[src/hdl/video_pkg.sv]
package video_pkg;

	////////////////////////////////////////////////////////////////////////////
	// Panel geometry
	////////////////////////////////////////////////////////////////////////////

	localparam int COMPONENT_DEPTH = 4;

	// Horizontal regions in pixels, sync first
	localparam int H_SYNC   = 4;
	localparam int H_BACK   = 6;
	localparam int H_ACTIVE = 32;
	localparam int H_FRONT  = 6;
	localparam int H_TOTAL  = H_SYNC + H_BACK + H_ACTIVE + H_FRONT;

	// Vertical regions in lines
	localparam int V_SYNC   = 2;
	localparam int V_BACK   = 3;
	localparam int V_ACTIVE = 24;
	localparam int V_FRONT  = 3;
	localparam int V_TOTAL  = V_SYNC + V_BACK + V_ACTIVE + V_FRONT;

	// 4x4 pixel tiles
	localparam int TILE_SHIFT = 2;
	localparam int POS_WIDTH  = 12;

	////////////////////////////////////////////////////////////////////////////
	// Bundles
	////////////////////////////////////////////////////////////////////////////

	typedef struct packed {
		logic [COMPONENT_DEPTH-1:0] red;
		logic [COMPONENT_DEPTH-1:0] green;
		logic [COMPONENT_DEPTH-1:0] blue;
	} rgb_t;

	typedef struct packed {
		logic hsync_n;
		logic vsync_n;
	} sync_t;

	typedef struct packed {
		logic hsync_n;
		logic vsync_n;
		logic hblank;
		logic vblank;
	} timing_t;

	// Position inside the active area
	typedef struct packed {
		logic [POS_WIDTH-1:0] x;
		logic [POS_WIDTH-1:0] y;
	} raster_pos_t;

	typedef struct packed {
		logic       we;
		logic [3:0] addr;
		rgb_t       colour;
	} clut_write_t;

	typedef struct packed {
		timing_t timing;
		rgb_t    rgb;
	} video_out_t;

endpackage

[src/hdl/frame_measure.sv]
`timescale 1ns/1ps

module frame_measure
	import video_pkg::*;
(
	input  logic                 i_clk,
	input  logic                 i_reset,
	input  video_out_t           i_video,
	output logic                 o_locked,
	output logic [POS_WIDTH-1:0] o_width,
	output logic [POS_WIDTH-1:0] o_height
);

	logic                 prev_hsync_n;
	logic                 prev_vsync_n;
	logic                 h_fall;
	logic                 v_fall;
	logic                 active;
	logic                 line_end;
	logic [POS_WIDTH-1:0] pix_cnt;
	logic [POS_WIDTH-1:0] line_cnt;
	logic [POS_WIDTH-1:0] line_width;
	logic [POS_WIDTH-1:0] meas_width;
	logic [POS_WIDTH-1:0] meas_height;

	assign h_fall = prev_hsync_n & ~i_video.timing.hsync_n;
	assign v_fall = prev_vsync_n & ~i_video.timing.vsync_n;
	assign active = ~i_video.timing.hblank & ~i_video.timing.vblank;

	// A line counts only if it carried active pixels
	assign line_end = h_fall && (pix_cnt != '0);

	// Include a line that closes on the same edge as vsync
	assign meas_width  = line_end ? pix_cnt : line_width;
	assign meas_height = line_cnt + POS_WIDTH'(line_end);

	always_ff @(posedge i_clk) begin
		if (i_reset) begin
			prev_hsync_n <= 1'b1;
			prev_vsync_n <= 1'b1;
			pix_cnt      <= '0;
			line_cnt     <= '0;
			line_width   <= '0;
			o_locked     <= 1'b0;
			o_width      <= '0;
			o_height     <= '0;
		end else begin
			prev_hsync_n <= i_video.timing.hsync_n;
			prev_vsync_n <= i_video.timing.vsync_n;

			if (h_fall) begin
				pix_cnt <= '0;
			end else if (active) begin
				pix_cnt <= pix_cnt + 1'b1;
			end

			if (v_fall) begin
				line_cnt   <= '0;
				line_width <= '0;
				o_width    <= meas_width;
				o_height   <= meas_height;
				// Lock needs the same nonzero size on two frames in a row
				o_locked   <= (meas_width == o_width) && (meas_height == o_height) &&
					(meas_width != '0) && (meas_height != '0);
			end else if (line_end) begin
				line_cnt   <= meas_height;
				line_width <= pix_cnt;
			end
		end
	end

endmodule

[src/hdl/raster_sync_gen.sv]
`timescale 1ns/1ps

module raster_sync_gen
	import video_pkg::*;
(
	input  logic  i_clk,
	input  logic  i_reset,
	output sync_t o_sync
);

	logic [POS_WIDTH-1:0] h_cnt;
	logic [POS_WIDTH-1:0] v_cnt;
	logic                 h_wrap;
	logic                 v_wrap;

	assign h_wrap = (h_cnt == POS_WIDTH'(H_TOTAL - 1));
	assign v_wrap = (v_cnt == POS_WIDTH'(V_TOTAL - 1));

	// Pixel and line counters
	always_ff @(posedge i_clk) begin
		if (i_reset) begin
			h_cnt <= '0;
			v_cnt <= '0;
		end else begin
			if (h_wrap) begin
				h_cnt <= '0;
				// Line advances as the pixel count returns to 0
				if (v_wrap) begin
					v_cnt <= '0;
				end else begin
					v_cnt <= v_cnt + 1'b1;
				end
			end else begin
				h_cnt <= h_cnt + 1'b1;
			end
		end
	end

	// Registered sync pulses, low during the sync regions
	always_ff @(posedge i_clk) begin
		if (i_reset) begin
			o_sync.hsync_n <= 1'b1;
			o_sync.vsync_n <= 1'b1;
		end else begin
			o_sync.hsync_n <= (h_cnt >= POS_WIDTH'(H_SYNC));
			o_sync.vsync_n <= (v_cnt >= POS_WIDTH'(V_SYNC));
		end
	end

endmodule

[src/hdl/sync_to_blanking.sv]
`timescale 1ns/1ps

module sync_to_blanking
	import video_pkg::*;
(
	input  logic        i_clk,
	input  logic        i_reset,
	input  sync_t       i_sync,
	output timing_t     o_timing,
	output raster_pos_t o_pos
);

	logic [POS_WIDTH-1:0] h_cnt;
	logic [POS_WIDTH-1:0] v_cnt;
	logic [POS_WIDTH-1:0] h_next;
	logic [POS_WIDTH-1:0] v_next;
	logic                 h_seen;
	logic                 v_seen;
	logic                 h_fall;
	logic                 v_fall;
	logic                 h_active;
	logic                 v_active;

	// Registered syncs double as the previous sample for edge detection
	assign h_fall = o_timing.hsync_n & ~i_sync.hsync_n;
	assign v_fall = o_timing.vsync_n & ~i_sync.vsync_n;

	// Counts saturate so a missing sync never wraps back into active
	always_comb begin
		if (h_fall) begin
			h_next = '0;
		end else if (h_cnt != '1) begin
			h_next = h_cnt + 1'b1;
		end else begin
			h_next = h_cnt;
		end

		if (v_fall) begin
			v_next = '0;
		end else if (h_fall && v_cnt != '1) begin
			v_next = v_cnt + 1'b1;
		end else begin
			v_next = v_cnt;
		end

		h_active = (h_seen | h_fall) &&
			(h_next >= POS_WIDTH'(H_SYNC + H_BACK)) &&
			(h_next < POS_WIDTH'(H_SYNC + H_BACK + H_ACTIVE));
		v_active = (h_seen | h_fall) && (v_seen | v_fall) &&
			(v_next >= POS_WIDTH'(V_SYNC + V_BACK)) &&
			(v_next < POS_WIDTH'(V_SYNC + V_BACK + V_ACTIVE));
	end

	always_ff @(posedge i_clk) begin
		if (i_reset) begin
			h_cnt    <= '0;
			v_cnt    <= '0;
			h_seen   <= 1'b0;
			v_seen   <= 1'b0;
			o_timing <= '{hsync_n: 1'b1, vsync_n: 1'b1, hblank: 1'b1, vblank: 1'b1};
			o_pos    <= '0;
		end else begin
			h_cnt            <= h_next;
			v_cnt            <= v_next;
			h_seen           <= h_seen | h_fall;
			v_seen           <= v_seen | v_fall;
			o_timing.hsync_n <= i_sync.hsync_n;
			o_timing.vsync_n <= i_sync.vsync_n;
			o_timing.hblank  <= ~h_active;
			o_timing.vblank  <= ~v_active;
			o_pos.x          <= h_active ? h_next - POS_WIDTH'(H_SYNC + H_BACK) : '0;
			o_pos.y          <= v_active ? v_next - POS_WIDTH'(V_SYNC + V_BACK) : '0;
		end
	end

endmodule

[src/hdl/tile_clut_pixel.sv]
`timescale 1ns/1ps

module tile_clut_pixel
	import video_pkg::*;
(
	input  logic        i_clk,
	input  logic        i_reset,
	input  timing_t     i_timing,
	input  raster_pos_t i_pos,
	input  clut_write_t i_clut_wr,
	output video_out_t  o_video
);

	rgb_t       clut [16];
	logic [3:0] pal_idx;
	logic       blank;
	rgb_t       pal_colour;

	////////////////////////////////////////////////////////////////////////////
	// Palette index from tile coordinates
	////////////////////////////////////////////////////////////////////////////

	// Checker of tile column against tile row
	assign pal_idx    = 4'((i_pos.x >> TILE_SHIFT) ^ (i_pos.y >> TILE_SHIFT));
	assign blank      = i_timing.hblank | i_timing.vblank;
	assign pal_colour = clut[pal_idx];

	// Host write port, new entry visible from the next pixel on
	always_ff @(posedge i_clk) begin
		if (i_clut_wr.we) begin
			clut[i_clut_wr.addr] <= i_clut_wr.colour;
		end
	end

	////////////////////////////////////////////////////////////////////////////
	// Output register
	////////////////////////////////////////////////////////////////////////////

	always_ff @(posedge i_clk) begin
		if (i_reset) begin
			o_video.timing <= '{hsync_n: 1'b1, vsync_n: 1'b1, hblank: 1'b1, vblank: 1'b1};
			o_video.rgb    <= '0;
		end else begin
			// Timing delayed with the colour keeps the sync spacing intact
			o_video.timing <= i_timing;
			if (blank) begin
				o_video.rgb <= '0;
			end else begin
				o_video.rgb <= pal_colour;
			end
		end
	end

endmodule

[src/hdl/video_out_top.sv]
`timescale 1ns/1ps

module video_out_top
	import video_pkg::*;
(
	input  logic                 i_clk,
	input  logic                 i_reset,
	input  clut_write_t          i_clut_wr,
	output video_out_t           o_video,
	output logic                 o_locked,
	output logic [POS_WIDTH-1:0] o_width,
	output logic [POS_WIDTH-1:0] o_height
);

	sync_t       raster_sync;
	timing_t     raster_timing;
	raster_pos_t raster_pos;

	raster_sync_gen u_sync_gen (
		.i_clk   (i_clk),
		.i_reset (i_reset),
		.o_sync  (raster_sync)
	);

	// Blanking rebuilt from the sync pulses only
	sync_to_blanking u_blanking (
		.i_clk    (i_clk),
		.i_reset  (i_reset),
		.i_sync   (raster_sync),
		.o_timing (raster_timing),
		.o_pos    (raster_pos)
	);

	tile_clut_pixel u_pixel (
		.i_clk     (i_clk),
		.i_reset   (i_reset),
		.i_timing  (raster_timing),
		.i_pos     (raster_pos),
		.i_clut_wr (i_clut_wr),
		.o_video   (o_video)
	);

	// Watches the final output stream
	frame_measure u_measure (
		.i_clk    (i_clk),
		.i_reset  (i_reset),
		.i_video  (o_video),
		.o_locked (o_locked),
		.o_width  (o_width),
		.o_height (o_height)
	);

endmodule

[config.mk]
export PLATFORM = sky130hd
export DESIGN_NAME = video_out_top
export DESIGN_NICKNAME = d
export VERILOG_FILES = /design/src/hdl/video_pkg.sv /design/src/hdl/frame_measure.sv /design/src/hdl/raster_sync_gen.sv /design/src/hdl/sync_to_blanking.sv /design/src/hdl/tile_clut_pixel.sv /design/src/hdl/video_out_top.sv
export SDC_FILE = /design/constraint.sdc
export NUM_CORES = 1
export LEC_CHECK = 0
export BUFFER_PORTS_ARGS = -buffer_cell sky130_fd_sc_hd__clkbuf_2
export CORE_ASPECT_RATIO = 0.75
export CORE_MARGIN = 2
export CORE_UTILIZATION = 31
export CTS_CLUSTER_SIZE = 8
export DETAILED_ROUTE_END_ITERATION = 10
export SYNTH_ARGS = -nofsm -noshare
export SYNTH_HDL_FRONTEND = slang
export SYNTH_SLANG_ARGS = --single-unit
[constraint.sdc]
create_clock -name i_clk -period 9.9 [get_ports i_clk]
set_clock_uncertainty 0.2 [all_clocks]
set_input_delay 0.99 -clock i_clk [delete_from_list [all_inputs] [get_ports i_clk]]
set_output_delay 0.99 -clock i_clk [all_outputs]
set_load 0.02 [all_outputs]
Word-level counts from Yosys, hierarchy flattened
Memories as Yosys holds them, arrays and structs flattened. A register that Yosys moved wholly into a read port is not among the register bits.
Index checks and enable logic that the tools add are counted.
{"block": "totals", "mem_bits_rw": 192, "elab_cells": 91, "regBits": 135, "n_memories": 1, "out_inout_bits": 41}
{"block": "classes", "magnitude_cmp": 6, "n_mux": 8, "n_reduce_logical": 19, "eq_ne": 6, "n_bitwise": 17, "add_sub_neg": 8}
{"name": "u_pixel.clut", "words": 16, "width": 12, "read_ports": 1, "rd_ports_with_merged_regs": 1, "write_ports": 1, "line_no": "tile_clut_pixel.sv:14", "text": "rgb_t clut [16];"}
{"op": "$mux 12", "count": 6}
{"op": "$add 12x1->12 const B", "count": 5}
{"op": "$reduce_bool 12->1", "count": 3}
{"op": "$eq 12x12->1", "count": 2}
{"op": "$ge 12x3->1 const B", "count": 2}
{"op": "$ne 12x12->1 const B", "count": 2}
{"op": "$add 12x1->12", "count": 1}
{"op": "$eq 12x5->1 const B", "count": 1}
{"op": "$eq 12x6->1 const B", "count": 1}
{"op": "$ge 12x2->1 const B", "count": 1}
{"op": "$ge 12x4->1 const B", "count": 1}
{"op": "$lt 12x5->1 const B", "count": 1}
{"op": "$lt 12x6->1 const B", "count": 1}
{"op": "$reduce_or 2->1", "count": 6}
{"op": "$logic_and 1x1->1", "count": 10}
{"op": "$not 1->1", "count": 8}
{"op": "$sub 6x3->6 const B", "count": 1}
{"op": "$sub 6x4->6 const B", "count": 1}
{"op": "$and 1x1->1", "count": 5}
{"op": "$xor 4x4->4", "count": 1}
{"op": "$or 1x1->1", "count": 3}
{"op": "$mux 1", "count": 2}

Depth between registers and ports, before layout
{"block": "logic_depth", "depth_word": 10, "depth_mapped": 15}

Modules after synthesis
Synthesis repeated with hierarchy kept, for this count alone.
{"block": "unflattened", "cells_unflattened": 1137, "hier_area_um2": 14725.4}
{"module": "tile_clut_pixel", "instances": 1, "seq_area_each_um2": 6085.8, "area_per_inst_um2": 7688.6, "cells_per_inst": 344}
{"module": "frame_measure", "instances": 1, "seq_area_each_um2": 1261.2, "area_per_inst_um2": 3120.5, "cells_per_inst": 366}
{"module": "sync_to_blanking", "instances": 1, "seq_area_each_um2": 1081.0, "area_per_inst_um2": 2677.6, "cells_per_inst": 281}
{"module": "raster_sync_gen", "instances": 1, "seq_area_each_um2": 520.5, "area_per_inst_um2": 1238.7, "cells_per_inst": 146}

Least setup slack after synthesis
No wires, ideal clock.
{"block": "synth_timing", "kind": "reg-to-reg", "from": "register u_measure.pix_cnt[3]", "to": "register u_measure.o_locked", "required_time_ps": 9616, "slack_ps": 6198, "period_less_slack_ps": 3702, "arrival_time_ps": 3417, "path_stages_with_launch": 16, "path_cell_list": "dfxtp_1 > buf_4 > nor4_4 > and4_1 > nand2b_4 > inv_1 > clkbuf_1 > ha_1 > ha_1 > xnor2_1 > o2111ai_1 > a211o_1 > nor4b_1 > nand4_1 > or4_1 > o31ai_2"}
{"block": "synth_via", "elab_chain_len": 7}
{"element": "from (decl)", "line_no": "frame_measure.sv:20", "text": "logic [POS_WIDTH-1:0] pix_cnt;"}
{"element": "from (signal assigned)", "line_no": "frame_measure.sv:54", "text": "pix_cnt <= pix_cnt + 1'b1;"}
{"element": "$reduce_bool 12->1 *", "line_no": "frame_measure.sv:31", "text": "assign line_end = h_fall && (pix_cnt != '0);"}
{"element": "$logic_and 1x1->1 *", "line_no": "frame_measure.sv:31"}
{"element": "named net u_measure.line_end", "line_no": "frame_measure.sv:19", "text": "logic line_end;"}
{"element": "$add 12x1->12 *", "line_no": "frame_measure.sv:35", "text": "assign meas_height = line_cnt + POS_WIDTH'(line_end);"}
{"element": "named net u_measure.meas_height[1]", "line_no": "frame_measure.sv:24", "text": "logic [POS_WIDTH-1:0] meas_height;"}
{"element": "$eq 12x12->1", "line_no": "frame_measure.sv:63", "text": "o_locked <= (meas_width == o_width) && (meas_height == o_height) &&"}
{"element": "$logic_and 1x1->1 (2 in a row)", "line_no": "frame_measure.sv:63"}
{"element": "$logic_and 1x1->1 *", "line_no": "frame_measure.sv:64", "text": "(meas_width != '0) && (meas_height != '0);"}
{"element": "to (signal assigned)", "line_no": "frame_measure.sv:63"}
{"element": "to (decl)", "line_no": "frame_measure.sv:9", "text": "output logic o_locked,"}
The timed path passes the listed nets; every way through them passes the cells marked *.
A chain may end at the register's enable or synchronous reset.

Worst setup path in the final report
{"block": "layout_timing", "from": "register u_measure.pix_cnt[9]", "to": "register u_measure.o_locked"}
{"block": "layout_via", "elab_chain_len": 7}
{"element": "$reduce_bool 12->1 *", "line_no": "frame_measure.sv:31"}
{"element": "$logic_and 1x1->1 *", "line_no": "frame_measure.sv:31"}
{"element": "$add 12x1->12 *", "line_no": "frame_measure.sv:35"}
{"element": "named net u_measure.meas_height[1]", "line_no": "frame_measure.sv:24"}
{"element": "$eq 12x12->1", "line_no": "frame_measure.sv:63"}
{"element": "$logic_and 1x1->1 (2 in a row)", "line_no": "frame_measure.sv:63"}
{"element": "$logic_and 1x1->1 *", "line_no": "frame_measure.sv:64"}
Marks and branches as above.

==> flow_summary.yaml <==
run_status:
  status: "complete, no violations"
layout:
  drive_above_1_share_pct: 18.08
  fin_cells: 1775
  nets: 1195
  area_delta_synth_final_pct: 16.58
  multi_input_area_mm2: 0.005245
  fill_cells: 4309
  regArea_mm2: 0.008628
  antenna_cells: 0
synth:
  netlist_top_cells_area: "edfxtp_1 (41%), dfxtp_1 (20%), mux4_2 (7.7%)"
  synth_nets: 1126
  synthArstFlopShare_pct: 0
  synth_ff_type: "edfxtp_1"
  synthMostInstantiatedCell: "edfxtp_1"
  syn_area_per_cell_um2: 12.88
  ys_seq_area_share_pct: 61.24
  syn_inst: 1094
  synth_edf_count: 192
  synth_seq_cells: 335
  yosysTopAreaCellShare_pct: 40.92
  netlist_top_cells_count: "edfxtp_1 (192), dfxtp_1 (143), nor2_1 (121)"
  ys_types: 74
  synth_area_mm2: 0.01409
  yosys_warnings: 0
  yosysTopAreaCell: "edfxtp_1"
grt:
  grt_pass1_wl_mm: 50.11
  grt_start_max_net_pins: 49
  grt_overflow: 0
  grt_antenna_before_repair: 1
  grt_pass1_vias: 8837
  track_usage_pct: 13.50
setup_path:
  worst-setup-path-type: "reg -> reg"
  worstRegToRegCells: 13
  cp_max_fo: 23
  path_cells: "nor3_1 -> and4_1 -> nand2b_4 -> inv_1 -> ha_1 -> ha_1 -> xnor2_1 -> o2111ai_1 -> a211o_1 -> nor4b_1 -> nand4_1 -> or4_1 -> o31ai_2"
  critPathArrivalTime_ns: 4.97
  cpPeakStageDelay_ns: 0.53
  start_kind: "flop"
  r2r_end: "u_measure.o_locked"
  crit_buf_inv: 1
  crit_slowest_cell: "nor3_1"
  cp_top_family: "simple AND/OR/NAND/NOR gates"
  rrSetupSlack_ns: 5.22
  critPathRequiredTime_ns: 10.19
  crit_top_cell: "ha_1"
  r2r_start: "u_measure.pix_cnt[9]"
  cp-end-kind: "flop"
pwr:
  leakage_nw: 5.564
  powerDensity_mw_per_mm2: 185.1
  finalPower_mw: 3.041
  ir_worst_vdd_uv: 122.3
run:
  maxCapViolCount: 0
cts:
  numCtsBuffers: 47
  cts_htree_levels: 2
  cts_buffer_depth: 3
  hold_buffers: 0
  clk_pin_slew_ns: 0.05
  cts_setup_buffers: 0
  cts.sinks: 335
  clkLatencyLatePin_ns: 0.57
  cts_root_buf: "clkbuf_16"
  tritoncts: "yes"
  ctsResizeCount: 0
drt:
  drt_iter0_drc: 721
  ant_nets: 0
  wl_per_cell_um: 17.87
  drt-pass1-iter-count: 5
  viasPerCell: 5.003
  vias: 8881
  drc: 0
  wirelength_mm: 31.73
floorplan:
  rows: 67
  start_util_pct: 31.47
  io_pins: 60
  dieHeight_um: 188.6
  core_area_mm2: 0.04477
  die_w_um: 250.2
  die_area_mm2: 0.04719
place:
  io_buffer_count: 59
  pre_cts_slack_ns: 5.382
  place_congestion: 0.9254
  numPlacedInstances: 1700
  place.detailed.hpwl_mm: 20.14
hold_path:
  worstHoldPathCells: 1
  min_from: "u_blanking.o_timing[0]"
  hold_class: "reg -> reg"
  holdPathEnd: "u_pixel.o_video[12]"
timing:
  post-route-min-period_ns: 4.677
  setup_viol: 0
  fin_crit_sh_pct: 47.25
  fin_tns_setup_ns: 0
  finalHoldViolCount: 0
  slew_headroom_pct: 28.95
  fin_ws_ns: 5.223
  rsz0062_at_grt: "no"
  fmax_mhz: 213.8
  worstMarginPinSlew_ns: 1.066
  slew_viol_final: 0
routing by layer:
metal	up-vias	GRT usage, %	share of wire (%)
met5	-	0	0
li1	4194	-	-
met3	42	3.219	5.8
met1	4411	19.66	49
met4	0	3.754	1.7
met2	234	20.01	43
flip-flops by register name (all words and copies together), names as in the netlist, 8 cells and up:
| register | flops |
|---|---|
| u_measure.o_width | 12 |
| u_blanking.v_cnt | 12 |
| u_pixel.clut | 192 |
| u_pixel.o_video | 16 |
| u_measure.o_height | 12 |
| u_measure.line_cnt | 12 |
| u_blanking.o_pos | 8 |
| u_blanking.h_cnt | 12 |
| u_sync_gen.h_cnt | 12 |
| u_sync_gen.v_cnt | 12 |
| u_measure.line_width | 12 |
| u_measure.pix_cnt | 12 |
cell type report:
cell class,count,share of cell area [%]
Sequential cell,335,52.53
Clock inverter,3,0.4647
Clock buffer,72,7.732
Inverter,19,0.4342
Timing Repair Buffer,73,2.438
Tap cell,586,4.464
Multi-Input combinational cell,687,31.93
cell usage in the layout (no fill, tap or decap), types with 21 or more instances in the layout:
cell and instances:
a211oi_1 29, clkbuf_1 25, clkbuf_16 47, clkbuf_2 59, dfxtp_1 143, edfxtp_1 192
mux2i_1 23, mux4_2 48, nand2_1 66, nand3_1 27, nor2_1 113, nor2b_1 21
o21ai_0 38, xnor2_1 44, xor2_1 46
how the worst max path moves through the flow:
stage                         start                 end  depth (start not counted)
5_1_grt        u_measure.pix_cnt[9]  u_measure.o_locked                         13
3_5_place_dp   u_measure.pix_cnt[9]  u_measure.o_locked                         13
3_3_place_gp   u_measure.pix_cnt[9]  u_measure.o_locked                         13
4_1_cts        u_measure.pix_cnt[9]  u_measure.o_locked                         13
2_1_floorplan  u_measure.pix_cnt[3]  u_measure.o_locked                         15
6_report       u_measure.pix_cnt[9]  u_measure.o_locked                         13
metrics by stage:
step / cell area (um2) / utilization [%] / hold WS (ns)
after global placement: 15080 / 33.68 / 0.2250
final: 16420 / 36.69 / 0.2375
after CTS: 16420 / 36.69 / 0.2440
after floorplan: 14090 / - / 0.2051
after detailed placement: 15080 / 33.68 / 0.2324
after global routing: 16420 / 36.69 / 0.2534
power breakdown:
| part | internal, mW | switching (mW) | total (mW) |
|---|---|---|---|
| sequential | 1.50 | 0.00753 | 1.50 |
| combinational | 0.0229 | 0.0548 | 0.0777 |
| clock | 0.877 | 0.584 | 1.46 |
kinds of logic after synthesis:
kind of cell,Yosys count,synth area share (%)
and+or+nand+nor,367,13.40
DFF,335,61.24
xor gates and xnor gates,94,5.844
buffers and inverters,72,2.185
muxes,72,9.387
other,1,0.02662
AOI/OAI and AO/OA,140,6.758
adders and majority gates,13,1.155
No activity file was read; power rests on OpenSTA's default activity.
